File: src/verilog/rv_bus_pkg.sv
`default_nettype none

package rv_bus_pkg;

    localparam int addr_w = 32;
    localparam int data_w = 32;
    localparam int be_w   = data_w / 8;

    typedef struct packed {
        logic              valid;
        logic [addr_w-1:0] addr;
    } imem_req_t;

    typedef struct packed {
        logic              valid;
        logic              write;
        logic [addr_w-1:0] addr;    // low two bits always zero
        logic [data_w-1:0] wdata;
        logic [be_w-1:0]   byte_en;
    } dmem_req_t;

endpackage

`default_nettype wire

File: src/verilog/rv_isa_pkg.sv
`default_nettype none

package rv_isa_pkg;

    localparam int xlen       = 32;
    localparam int reg_addr_w = 5;
    localparam int num_regs   = 1 << reg_addr_w;

    typedef logic [xlen-1:0]       word_t;
    typedef logic [reg_addr_w-1:0] reg_idx_t;

    localparam logic [6:0] op_reg    = 7'b0110011;
    localparam logic [6:0] op_imm    = 7'b0010011;
    localparam logic [6:0] op_load   = 7'b0000011;
    localparam logic [6:0] op_store  = 7'b0100011;
    localparam logic [6:0] op_branch = 7'b1100011;
    localparam logic [6:0] op_jal    = 7'b1101111;
    localparam logic [6:0] op_lui    = 7'b0110111;
    localparam logic [6:0] op_nop    = 7'b0000000; // illegal encodings decode to this

    // alu
    localparam logic [2:0] f3_add  = 3'b000;
    localparam logic [2:0] f3_sll  = 3'b001;
    localparam logic [2:0] f3_slt  = 3'b010;
    localparam logic [2:0] f3_sltu = 3'b011;
    localparam logic [2:0] f3_xor  = 3'b100;
    localparam logic [2:0] f3_srl  = 3'b101; // also sra
    localparam logic [2:0] f3_or   = 3'b110;
    localparam logic [2:0] f3_and  = 3'b111;

    // loads and stores
    localparam logic [2:0] f3_lb  = 3'b000;
    localparam logic [2:0] f3_lw  = 3'b010;
    localparam logic [2:0] f3_lbu = 3'b100;
    localparam logic [2:0] f3_sb  = 3'b000;
    localparam logic [2:0] f3_sw  = 3'b010;

    // branches
    localparam logic [2:0] f3_beq  = 3'b000;
    localparam logic [2:0] f3_bne  = 3'b001;
    localparam logic [2:0] f3_blt  = 3'b100;
    localparam logic [2:0] f3_bge  = 3'b101;
    localparam logic [2:0] f3_bltu = 3'b110;
    localparam logic [2:0] f3_bgeu = 3'b111;

    localparam logic [6:0] funct7_alt = 7'b0100000; // sub, sra, srai

    typedef struct packed {
        logic [6:0] funct7;
        reg_idx_t   rs2;
        reg_idx_t   rs1;
        logic [2:0] funct3;
        reg_idx_t   rd;
        logic [6:0] opcode;
    } instr_fields_t;

    typedef struct packed {
        logic [6:0] opcode;
        reg_idx_t   rd;
        reg_idx_t   rs1;
        reg_idx_t   rs2;
        logic [2:0] funct3;
        logic       funct7_alt;
        word_t      imm;
    } decoded_t;

endpackage

`default_nettype wire

File: src/verilog/rv_alu.sv
`default_nettype none

module rv_alu (
    input  wire rv_isa_pkg::decoded_t dec,
    input  wire rv_isa_pkg::word_t    rs1_data,
    input  wire rv_isa_pkg::word_t    rs2_data,
    output rv_isa_pkg::word_t         result,
    output logic                      branch_taken
);
    import rv_isa_pkg::*;

    word_t      op_b;
    logic [4:0] shamt;
    logic       alt;
    word_t      sra_out;
    word_t      alu_out;
    logic       cond;

    assign op_b  = (dec.opcode == op_reg) ? rs2_data : dec.imm;
    assign shamt = op_b[4:0];

    // sub only in R-type, sra/srai in both
    assign alt = dec.funct7_alt && (dec.opcode == op_reg || dec.funct3 == f3_srl);

    assign sra_out = $signed(rs1_data) >>> shamt;

    always_comb begin
        case (dec.funct3)
            f3_add:  alu_out = alt ? rs1_data - op_b : rs1_data + op_b;
            f3_sll:  alu_out = rs1_data << shamt;
            f3_slt:  alu_out = word_t'($signed(rs1_data) < $signed(op_b));
            f3_sltu: alu_out = word_t'(rs1_data < op_b);
            f3_xor:  alu_out = rs1_data ^ op_b;
            f3_srl:  alu_out = alt ? sra_out : rs1_data >> shamt;
            f3_or:   alu_out = rs1_data | op_b;
            f3_and:  alu_out = rs1_data & op_b;
            default: alu_out = '0;
        endcase
    end

    always_comb begin
        case (dec.opcode)
            op_reg, op_imm:    result = alu_out;
            op_load, op_store: result = rs1_data + dec.imm; // effective address
            op_lui:            result = dec.imm;
            default:           result = '0;
        endcase
    end

    always_comb begin
        case (dec.funct3)
            f3_beq:  cond = (rs1_data == rs2_data);
            f3_bne:  cond = (rs1_data != rs2_data);
            f3_blt:  cond = ($signed(rs1_data) < $signed(rs2_data));
            f3_bge:  cond = ($signed(rs1_data) >= $signed(rs2_data));
            f3_bltu: cond = (rs1_data < rs2_data);
            f3_bgeu: cond = (rs1_data >= rs2_data);
            default: cond = 1'b0;
        endcase
    end

    assign branch_taken = (dec.opcode == op_branch) && cond;

endmodule

`default_nettype wire

File: src/verilog/rv_control.sv
`default_nettype none

module rv_control (
    input  wire                       clk,
    input  wire                       rst,
    output logic                      decode_en,
    input  wire rv_isa_pkg::decoded_t dec,
    input  wire rv_isa_pkg::word_t    alu_result,
    input  wire                       branch_taken,
    output logic                      mem_en,
    input  wire rv_isa_pkg::word_t    load_data,
    output logic                      wr_en,
    output rv_isa_pkg::reg_idx_t      wr_idx,
    output rv_isa_pkg::word_t         wr_data,
    output rv_bus_pkg::imem_req_t     imem_req,
    output logic                      retire,
    output rv_isa_pkg::word_t         retire_pc
);
    import rv_isa_pkg::*;

    typedef enum logic [2:0] {
        st_fetch,
        st_decode,
        st_execute,
        st_memory,
        st_writeback
    } state_t;

    state_t state;
    logic   started; // first fetch waits one cycle after reset
    word_t  pc;
    word_t  pc_plus4;
    word_t  next_pc;
    word_t  exec_result;
    logic   writes_rd;

    assign pc_plus4 = pc + 32'd4;

    always_ff @(posedge clk or posedge rst) begin
        if (rst) begin
            state   <= st_fetch;
            started <= 1'b0;
            pc      <= '0;
            next_pc <= '0;
        end else begin
            started <= 1'b1;
            case (state)
                st_fetch: begin
                    if (started)
                        state <= st_decode;
                end
                st_decode: state <= st_execute;
                st_execute: begin
                    state <= st_memory;
                    if (branch_taken || dec.opcode == op_jal)
                        next_pc <= pc + dec.imm;
                    else
                        next_pc <= pc_plus4;
                end
                st_memory: state <= st_writeback;
                st_writeback: begin
                    state <= st_fetch;
                    pc    <= next_pc;
                end
                default: state <= st_fetch;
            endcase
        end
    end

    always_ff @(posedge clk) begin
        if (state == st_execute)
            exec_result <= alu_result;
    end

    always_comb begin
        imem_req.valid = started && (state == st_fetch);
        imem_req.addr  = pc;
    end

    assign decode_en = (state == st_decode);
    assign mem_en    = (state == st_memory) && (dec.opcode == op_load || dec.opcode == op_store);

    always_comb begin
        case (dec.opcode)
            op_reg, op_imm, op_lui: begin
                writes_rd = 1'b1;
                wr_data   = exec_result;
            end
            op_load: begin
                writes_rd = 1'b1;
                wr_data   = load_data;
            end
            op_jal: begin
                writes_rd = 1'b1;
                wr_data   = pc_plus4; // link
            end
            default: begin
                writes_rd = 1'b0; // stores, branches, nop
                wr_data   = exec_result;
            end
        endcase
    end

    assign wr_en     = (state == st_writeback) && writes_rd;
    assign wr_idx    = dec.rd;
    assign retire    = (state == st_writeback);
    assign retire_pc = pc;

    retire_not_in_mem: assert property (@(posedge clk) disable iff (rst) !(retire && mem_en));

endmodule

`default_nettype wire

File: src/verilog/rv_core_top.sv
`default_nettype none

module rv_core_top (
    input  wire                    clk,
    input  wire                    rst,
    output rv_bus_pkg::imem_req_t  imem_req,
    input  wire rv_isa_pkg::word_t instr,
    output rv_bus_pkg::dmem_req_t  dmem_req,
    input  wire rv_isa_pkg::word_t dmem_rdata,
    output logic                   retire,
    output rv_isa_pkg::word_t      retire_pc
);
    import rv_isa_pkg::*;

    logic     decode_en;
    decoded_t dec;
    word_t    rs1_data;
    word_t    rs2_data;
    word_t    alu_result;
    logic     branch_taken;
    logic     mem_en;
    word_t    load_data;
    logic     wr_en;
    reg_idx_t wr_idx;
    word_t    wr_data;

    rv_control rv_control_inst (
        .clk          (clk),
        .rst          (rst),
        .decode_en    (decode_en),
        .dec          (dec),
        .alu_result   (alu_result),
        .branch_taken (branch_taken),
        .mem_en       (mem_en),
        .load_data    (load_data),
        .wr_en        (wr_en),
        .wr_idx       (wr_idx),
        .wr_data      (wr_data),
        .imem_req     (imem_req),
        .retire       (retire),
        .retire_pc    (retire_pc)
    );

    rv_decode rv_decode_inst (
        .clk       (clk),
        .rst       (rst),
        .decode_en (decode_en),
        .instr     (instr),
        .dec       (dec)
    );

    rv_regfile rv_regfile_inst (
        .clk      (clk),
        .rst      (rst),
        .rs1      (dec.rs1),
        .rs2      (dec.rs2),
        .rs1_data (rs1_data),
        .rs2_data (rs2_data),
        .wr_en    (wr_en),
        .wr_idx   (wr_idx),
        .wr_data  (wr_data)
    );

    rv_alu rv_alu_inst (
        .dec          (dec),
        .rs1_data     (rs1_data),
        .rs2_data     (rs2_data),
        .result       (alu_result),
        .branch_taken (branch_taken)
    );

    // address comes straight from the alu, stable through the memory state
    rv_lsu rv_lsu_inst (
        .clk        (clk),
        .rst        (rst),
        .mem_en     (mem_en),
        .dec        (dec),
        .addr       (alu_result),
        .store_data (rs2_data),
        .dmem_req   (dmem_req),
        .dmem_rdata (dmem_rdata),
        .load_data  (load_data)
    );

endmodule

`default_nettype wire

File: src/verilog/rv_decode.sv
`default_nettype none

module rv_decode (
    input  wire                       clk,
    input  wire                       rst,
    input  wire                       decode_en,
    input  wire rv_isa_pkg::word_t    instr,
    output rv_isa_pkg::decoded_t      dec
);
    import rv_isa_pkg::*;

    instr_fields_t f;
    logic          legal;
    word_t         imm;

    assign f = instr_fields_t'(instr);

    always_comb begin
        case (f.opcode)
            op_reg: begin
                legal = (f.funct7 == '0) ||
                        (f.funct7 == funct7_alt && (f.funct3 == f3_add || f.funct3 == f3_srl));
            end
            op_imm: begin
                if (f.funct3 == f3_sll)
                    legal = (f.funct7 == '0);
                else if (f.funct3 == f3_srl)
                    legal = (f.funct7 == '0) || (f.funct7 == funct7_alt);
                else
                    legal = 1'b1;
            end
            op_load:  legal = (f.funct3 == f3_lb) || (f.funct3 == f3_lw) || (f.funct3 == f3_lbu);
            op_store: legal = (f.funct3 == f3_sb) || (f.funct3 == f3_sw);
            op_branch: begin
                case (f.funct3)
                    f3_beq, f3_bne, f3_blt, f3_bge, f3_bltu, f3_bgeu: legal = 1'b1;
                    default: legal = 1'b0;
                endcase
            end
            op_jal, op_lui: legal = 1'b1;
            default:        legal = 1'b0;
        endcase
    end

    always_comb begin
        case (f.opcode)
            op_imm, op_load: imm = {{20{instr[31]}}, instr[31:20]};
            op_store:        imm = {{20{instr[31]}}, instr[31:25], instr[11:7]};
            op_branch:       imm = {{20{instr[31]}}, instr[7], instr[30:25], instr[11:8], 1'b0};
            op_jal:          imm = {{12{instr[31]}}, instr[19:12], instr[20], instr[30:21], 1'b0};
            op_lui:          imm = {instr[31:12], 12'b0};
            default:         imm = '0;
        endcase
    end

    always_ff @(posedge clk or posedge rst) begin
        if (rst) begin
            dec <= '0; // opcode of zero is the nop
        end else if (decode_en) begin
            dec.opcode     <= legal ? f.opcode : op_nop;
            dec.rd         <= f.rd;
            dec.rs1        <= f.rs1;
            dec.rs2        <= f.rs2;
            dec.funct3     <= f.funct3;
            dec.funct7_alt <= (f.funct7 == funct7_alt);
            dec.imm        <= imm;
        end
    end

endmodule

`default_nettype wire

File: src/verilog/rv_lsu.sv
`default_nettype none

module rv_lsu (
    input  wire                       clk,
    input  wire                       rst,
    input  wire                       mem_en,
    input  wire rv_isa_pkg::decoded_t dec,
    input  wire rv_isa_pkg::word_t    addr,
    input  wire rv_isa_pkg::word_t    store_data,
    output rv_bus_pkg::dmem_req_t     dmem_req,
    input  wire rv_isa_pkg::word_t    dmem_rdata,
    output rv_isa_pkg::word_t         load_data
);
    import rv_isa_pkg::*;
    import rv_bus_pkg::*;

    logic       is_store;
    logic [1:0] lane;
    logic       misaligned_sw;
    logic       ld_pending;
    logic [1:0] ld_lane;
    logic [2:0] ld_funct3;
    logic [7:0] ld_byte;

    assign is_store      = (dec.opcode == op_store);
    assign lane          = addr[1:0];
    assign misaligned_sw = is_store && dec.funct3 == f3_sw && lane != 2'b00;

    always_comb begin
        dmem_req.valid = mem_en && !misaligned_sw; // bad sw is dropped
        dmem_req.write = is_store;
        dmem_req.addr  = {addr[addr_w-1:2], 2'b00};
        if (dec.funct3 == f3_sb) begin
            dmem_req.wdata   = data_w'(store_data[7:0]) << {lane, 3'b000};
            dmem_req.byte_en = be_w'(1) << lane;
        end else begin
            dmem_req.wdata   = store_data;
            dmem_req.byte_en = '1;
        end
    end

    always_ff @(posedge clk or posedge rst) begin
        if (rst)
            ld_pending <= 1'b0;
        else
            ld_pending <= mem_en && (dec.opcode == op_load);
    end

    // lane and width for the data returning next cycle
    always_ff @(posedge clk) begin
        if (mem_en) begin
            ld_lane   <= lane;
            ld_funct3 <= dec.funct3;
        end
    end

    assign ld_byte = dmem_rdata[{ld_lane, 3'b000} +: 8];

    always_comb begin
        if (!ld_pending) begin
            load_data = '0;
        end else begin
            case (ld_funct3)
                f3_lb:   load_data = {{24{ld_byte[7]}}, ld_byte};
                f3_lbu:  load_data = {24'b0, ld_byte};
                f3_lw:   load_data = dmem_rdata;
                default: load_data = '0;
            endcase
        end
    end

    // a full word write must come from an aligned effective address
    store_req_ok: assert property (@(posedge clk) disable iff (rst)
        (dmem_req.valid && dmem_req.write) |->
            (dmem_req.byte_en != '1 || addr[1:0] == 2'b00) && (dmem_req.byte_en != '0));

endmodule

`default_nettype wire

File: src/verilog/rv_regfile.sv
`default_nettype none

module rv_regfile (
    input  wire                       clk,
    input  wire                       rst,
    input  wire rv_isa_pkg::reg_idx_t rs1,
    input  wire rv_isa_pkg::reg_idx_t rs2,
    output rv_isa_pkg::word_t         rs1_data,
    output rv_isa_pkg::word_t         rs2_data,
    input  wire                       wr_en,
    input  wire rv_isa_pkg::reg_idx_t wr_idx,
    input  wire rv_isa_pkg::word_t    wr_data
);
    import rv_isa_pkg::*;

    word_t regs [num_regs];

    always_ff @(posedge clk or posedge rst) begin
        if (rst) begin
            for (int i = 0; i < num_regs; i++)
                regs[i] <= '0;
        end else if (wr_en && wr_idx != '0) begin // x0 stays zero
            regs[wr_idx] <= wr_data;
        end
    end

    assign rs1_data = regs[rs1];
    assign rs2_data = regs[rs2];

    // no write from any path may ever land in x0
    x0_reads_zero: assert property (@(posedge clk) disable iff (rst)
        ((rs1 == '0) |-> (rs1_data == '0)) and ((rs2 == '0) |-> (rs2_data == '0)));

endmodule

`default_nettype wire
File: config.mk
export PLATFORM = sky130hd
export DESIGN_NAME = rv_core_top
export DESIGN_NICKNAME = d
export VERILOG_FILES = /design/src/verilog/rv_bus_pkg.sv /design/src/verilog/rv_isa_pkg.sv /design/src/verilog/rv_alu.sv /design/src/verilog/rv_control.sv /design/src/verilog/rv_core_top.sv /design/src/verilog/rv_decode.sv /design/src/verilog/rv_lsu.sv /design/src/verilog/rv_regfile.sv
export SDC_FILE = /design/constraint.sdc
export NUM_CORES = 2
export LEC_CHECK = 0
export BUFFER_PORTS_ARGS = -buffer_cell sky130_fd_sc_hd__buf_2
export CORE_MARGIN = 2
export CORE_UTILIZATION = 40
export CTS_CLUSTER_SIZE = 25
export DETAILED_ROUTE_END_ITERATION = 8
export PLACE_DENSITY = 0.54
export SYNTH_ARGS = -nofsm -noshare
export SYNTH_HDL_FRONTEND = slang
export SYNTH_SLANG_ARGS = --single-unit
File: constraint.sdc
create_clock -name clk -period 120.9 [get_ports clk]
set_input_delay 24.18 -clock clk [delete_from_list [all_inputs] [get_ports clk]]
set_output_delay 24.18 -clock clk [all_outputs]
set_load 0.02 [all_outputs]
==> qor.yml <==
timing:
  setup_viol: 0
  setup_slack_ps: 86110
  slew_viol_final: 0
  min_period_ps: 34790
  fin_crit_sh_pct: 28.8
  fin_skew_ps: 38.9
  maxSlewHeadroom_pct: 11.8
  worst_pin_slew_ps: 1320
  fin_setup_tns_ps: 0
  rsz0062_at_grt: "no"
  hold_viol_final: 0
  fmaxAchievable_mhz: 28.7
floorplanning:
  initial_core_util_pct: 40.1
  rows: 158
  die_w_um: 435
  die_h_um: 435
  coreArea_um2: 185000
  die_area_um2: 189000
  io-pin-count: 202
critical_path:
  cp_cell_sequence: "buf_4, buf_4, buf_4, mux4_2, mux4_2, mux2i_1, nor2_1, a21oi_1, ha_1, nor3b_1, nand3_1, nor2_1, a221oi_1, o41a_1, o41ai_1, a21oi_1, nand2_1, and4_4, a21o_1, buf_4, inv_1, o31ai_2, buf_2"
  crit_path_max_incr_delay_ps: 900
  crit_fanout: 57
  critical_path.most_common_cell: "buf_4"
  crit_path_top_delay_cell: "dfrtp_4"
  crit_family: "buffers and inverters"
  critPathLaunchType: "register"
  crit_type: "reg2out"
  crit_buf_inv: 6
  critPathRequiredTime_ps: 96720
  cp_data_arrival_time_ps: 10610
  cp-end-kind: "primary output"
clock_tree:
  cts.clk_slew.worst_paths_ps: 60
  clock_latency_ps: 820
  clock-sinks: 1188
  cts_resized: 0
  root_buffer: "clkbuf_16"
  numCtsBuffers: 135
  clockBufferDepth: 3
  cts_tree: "built"
  cts_max_level: 4
  post-cts-setup-buffer-count: 0
  cts_hold_buf: 0
synthesis:
  synthFlopType: "dfrtp_1"
  syn_inst: 7650
  synth_area_um2: 74200
  yosys.cell_count.top_type: "nand2_1"
  avgSynthCellArea_um2: 9.70
  yosysWarnings: 0
  synthTopCellsByArea: "dfrtp_1 (39%), mux4_2 (12%), o21ai_0 (8.0%), mux2i_1 (7.4%), nand2_1 (6.8%)"
  ys_ff_latch: 1188
  synth_edf_count: 37
  synth_commonest_cells: "nand2_1 (1,351), o21ai_0 (1,185), dfrtp_1 (1,151)"
  yosysTopAreaCell: "dfrtp_1"
  ys_async_sr_fraction_pct: 96.9
  yosysUniqueCellTypes: 115
  synth_top_area_share_pct: 38.8
  yosysSeqAreaShare_pct: 40.3
place:
  port_buffers: 199
  dp_cells: 9775
  placed_cell_area_um2: 77200
  hpwl_um: 216000
  place_congestion: 1.05
  place_ws_ps: 87140
power:
  power_frac_seq_pct: 23.2
  p_switching_uw: 934
  p_per_area_nw_per_um2: 23.6
  internal-power_uw: 996
  static-leakage-power_uw: 0.0362
  netSwitchingFraction_pct: 48.4
  clkPwrFrac_pct: 22.3
  peakVddDrop_mv: 0.0178
  comb_power_share_pct: 54.5
global_route:
  grt_pass1_vias: 60978
  grt_max_degree: 151
  track_usage_pct: 33.3
  grt_antenna_before_repair: 10
  grt_pass1_wl_um: 459000
  grt-ovfl-total: 0
drt:
  routedWlPerCell_um: 32.0
  drtAntennaViolNets: 0
  initialDrtViolationCount: 7732
  drt-pass1-iter-count: 9
  drc: 0
  viasPerCell: 6.32
  drt_wl_total_um: 321000
  vias: 63371
outcome:
  run_status: "completed"
cells_and_area:
  area_growth_pct: 10.2
  fin_nets: 7694
  drive_gt1_share_pct: 16.1
  final_area_um2: 81700
  fin_util_pct: 44.2
  final_cells: 10025
run:
  max-cap-violations: 0
min_path:
  hold_path_class: "reg2reg"
worst paths after layout:
path	startpoint	endpoint	slack, ps	cells after the start
setup / recovery	rv_decode_inst.dec[37]	dmem_req[69]	86110	23
hold / removal	rv_regfile_inst.regs[995]	rv_regfile_inst.regs[995]	400	0
setup reg to reg	rv_decode_inst.dec[37]	rv_control_inst.exec_result[0]	111290	21
hold reg to reg	rv_regfile_inst.regs[995]	rv_regfile_inst.regs[995]	400	0
max in group asynchronous	rst	rv_regfile_inst.regs[778]	92550	7
min in group asynchronous	rst	rv_control_inst.next_pc[27]	23550	2
per-layer routing:
| layer | global-route usage, % | vias up | wire length, um | share of wire, % |
|---|---|---|---|---|
| li1 | - | 27304 | - | - |
| met1 | 43.9 | 31917 | 129000 | 40 |
| met2 | 50.8 | 3355 | 142000 | 44 |
| met3 | 6.40 | 787 | 26900 | 8.4 |
| met4 | 20.2 | 8 | 22700 | 7.1 |
| met5 | 0 | - | 49 | 0.015 |
through the flow:
stage	power (uW)	hold slack, ps
2_1_floorplan	1090	423
3_3_place_gp	1470	382
3_5_place_dp	1470	386
4_1_cts	1900	400
5_1_grt	1990	410
6_report	1930	400
power groups by stage:
stage	Sequential (uW)	Combinational [uW]	Clock [uW]
3_5_place_dp	454	1020	0
4_1_cts	447	1020	435
3_3_place_gp	454	1020	0
6_report	447	1050	430
2_1_floorplan	424	662	0
5_1_grt	448	1090	451
logic make-up (layout without fill, tap and decap cells):
family                   count (synthesis)  in the layout  share of synthesized area [%]
AO/OA/AOI/OAI                         2231           2231                           17.8
XOR/XNOR                               105            105                           1.24
adder cells (fa/ha/maj)                196            196                           3.35
buffers and inverters                  887            772                           5.44
flip-flops                            1188           1188                           40.3
multiplexers                           994            994                           20.2
other                                    2             12                         0.0101
AND/OR/NAND/NOR                       2047           2047                           11.6
cell usage in the layout (no fill, tap or decap), types with 28 or more instances in the layout:
cell type / n
inv_1: 123
and3_1: 30
mux4_2: 392
nor2_1: 307
a31oi_1: 31
nand3_1: 102
buf_4: 197
a22oi_1: 136
clkbuf_16: 141
edfxtp_1: 37
nor3_1: 39
xor2_1: 30
a21o_1: 47
o211ai_1: 31
o21ai_0: 1185
clkbuf_1: 41
nand2_1: 1318
nor4_1: 28
mux2_2: 49
nand2_4: 31
a21oi_1: 333
buf_2: 199
nand2b_1: 32
xnor2_1: 75
a211oi_1: 37
mux2i_1: 546
ha_1: 192
o22ai_1: 103
dfrtp_1: 1141
nand4_1: 28
flip-flops by register name, summed over array words and instances (netlist names):
name,count
rv_regfile_inst.regs,1024
rv_control_inst.started,1
rv_control_inst.exec_result,32
rv_lsu_inst.ld_pending,1
rv_lsu_inst.ld_funct3,3
rv_control_inst.next_pc,32
rv_control_inst.state,3
rv_control_inst.retire_pc,32
rv_decode_inst.dec,58
rv_lsu_inst.ld_lane,2
final cells by class:
class,instances,area (um^2)
fill,17731,103000
clock inverter,38,566
antenna,9,22.5
clock buffer,203,3970
inverter,133,518
tap,2480,3100
timing repair buffer,398,2510
sequential,1188,29900
multi-input combinational,5576,41100
Note: power is estimated with default switching activity, not from simulation.
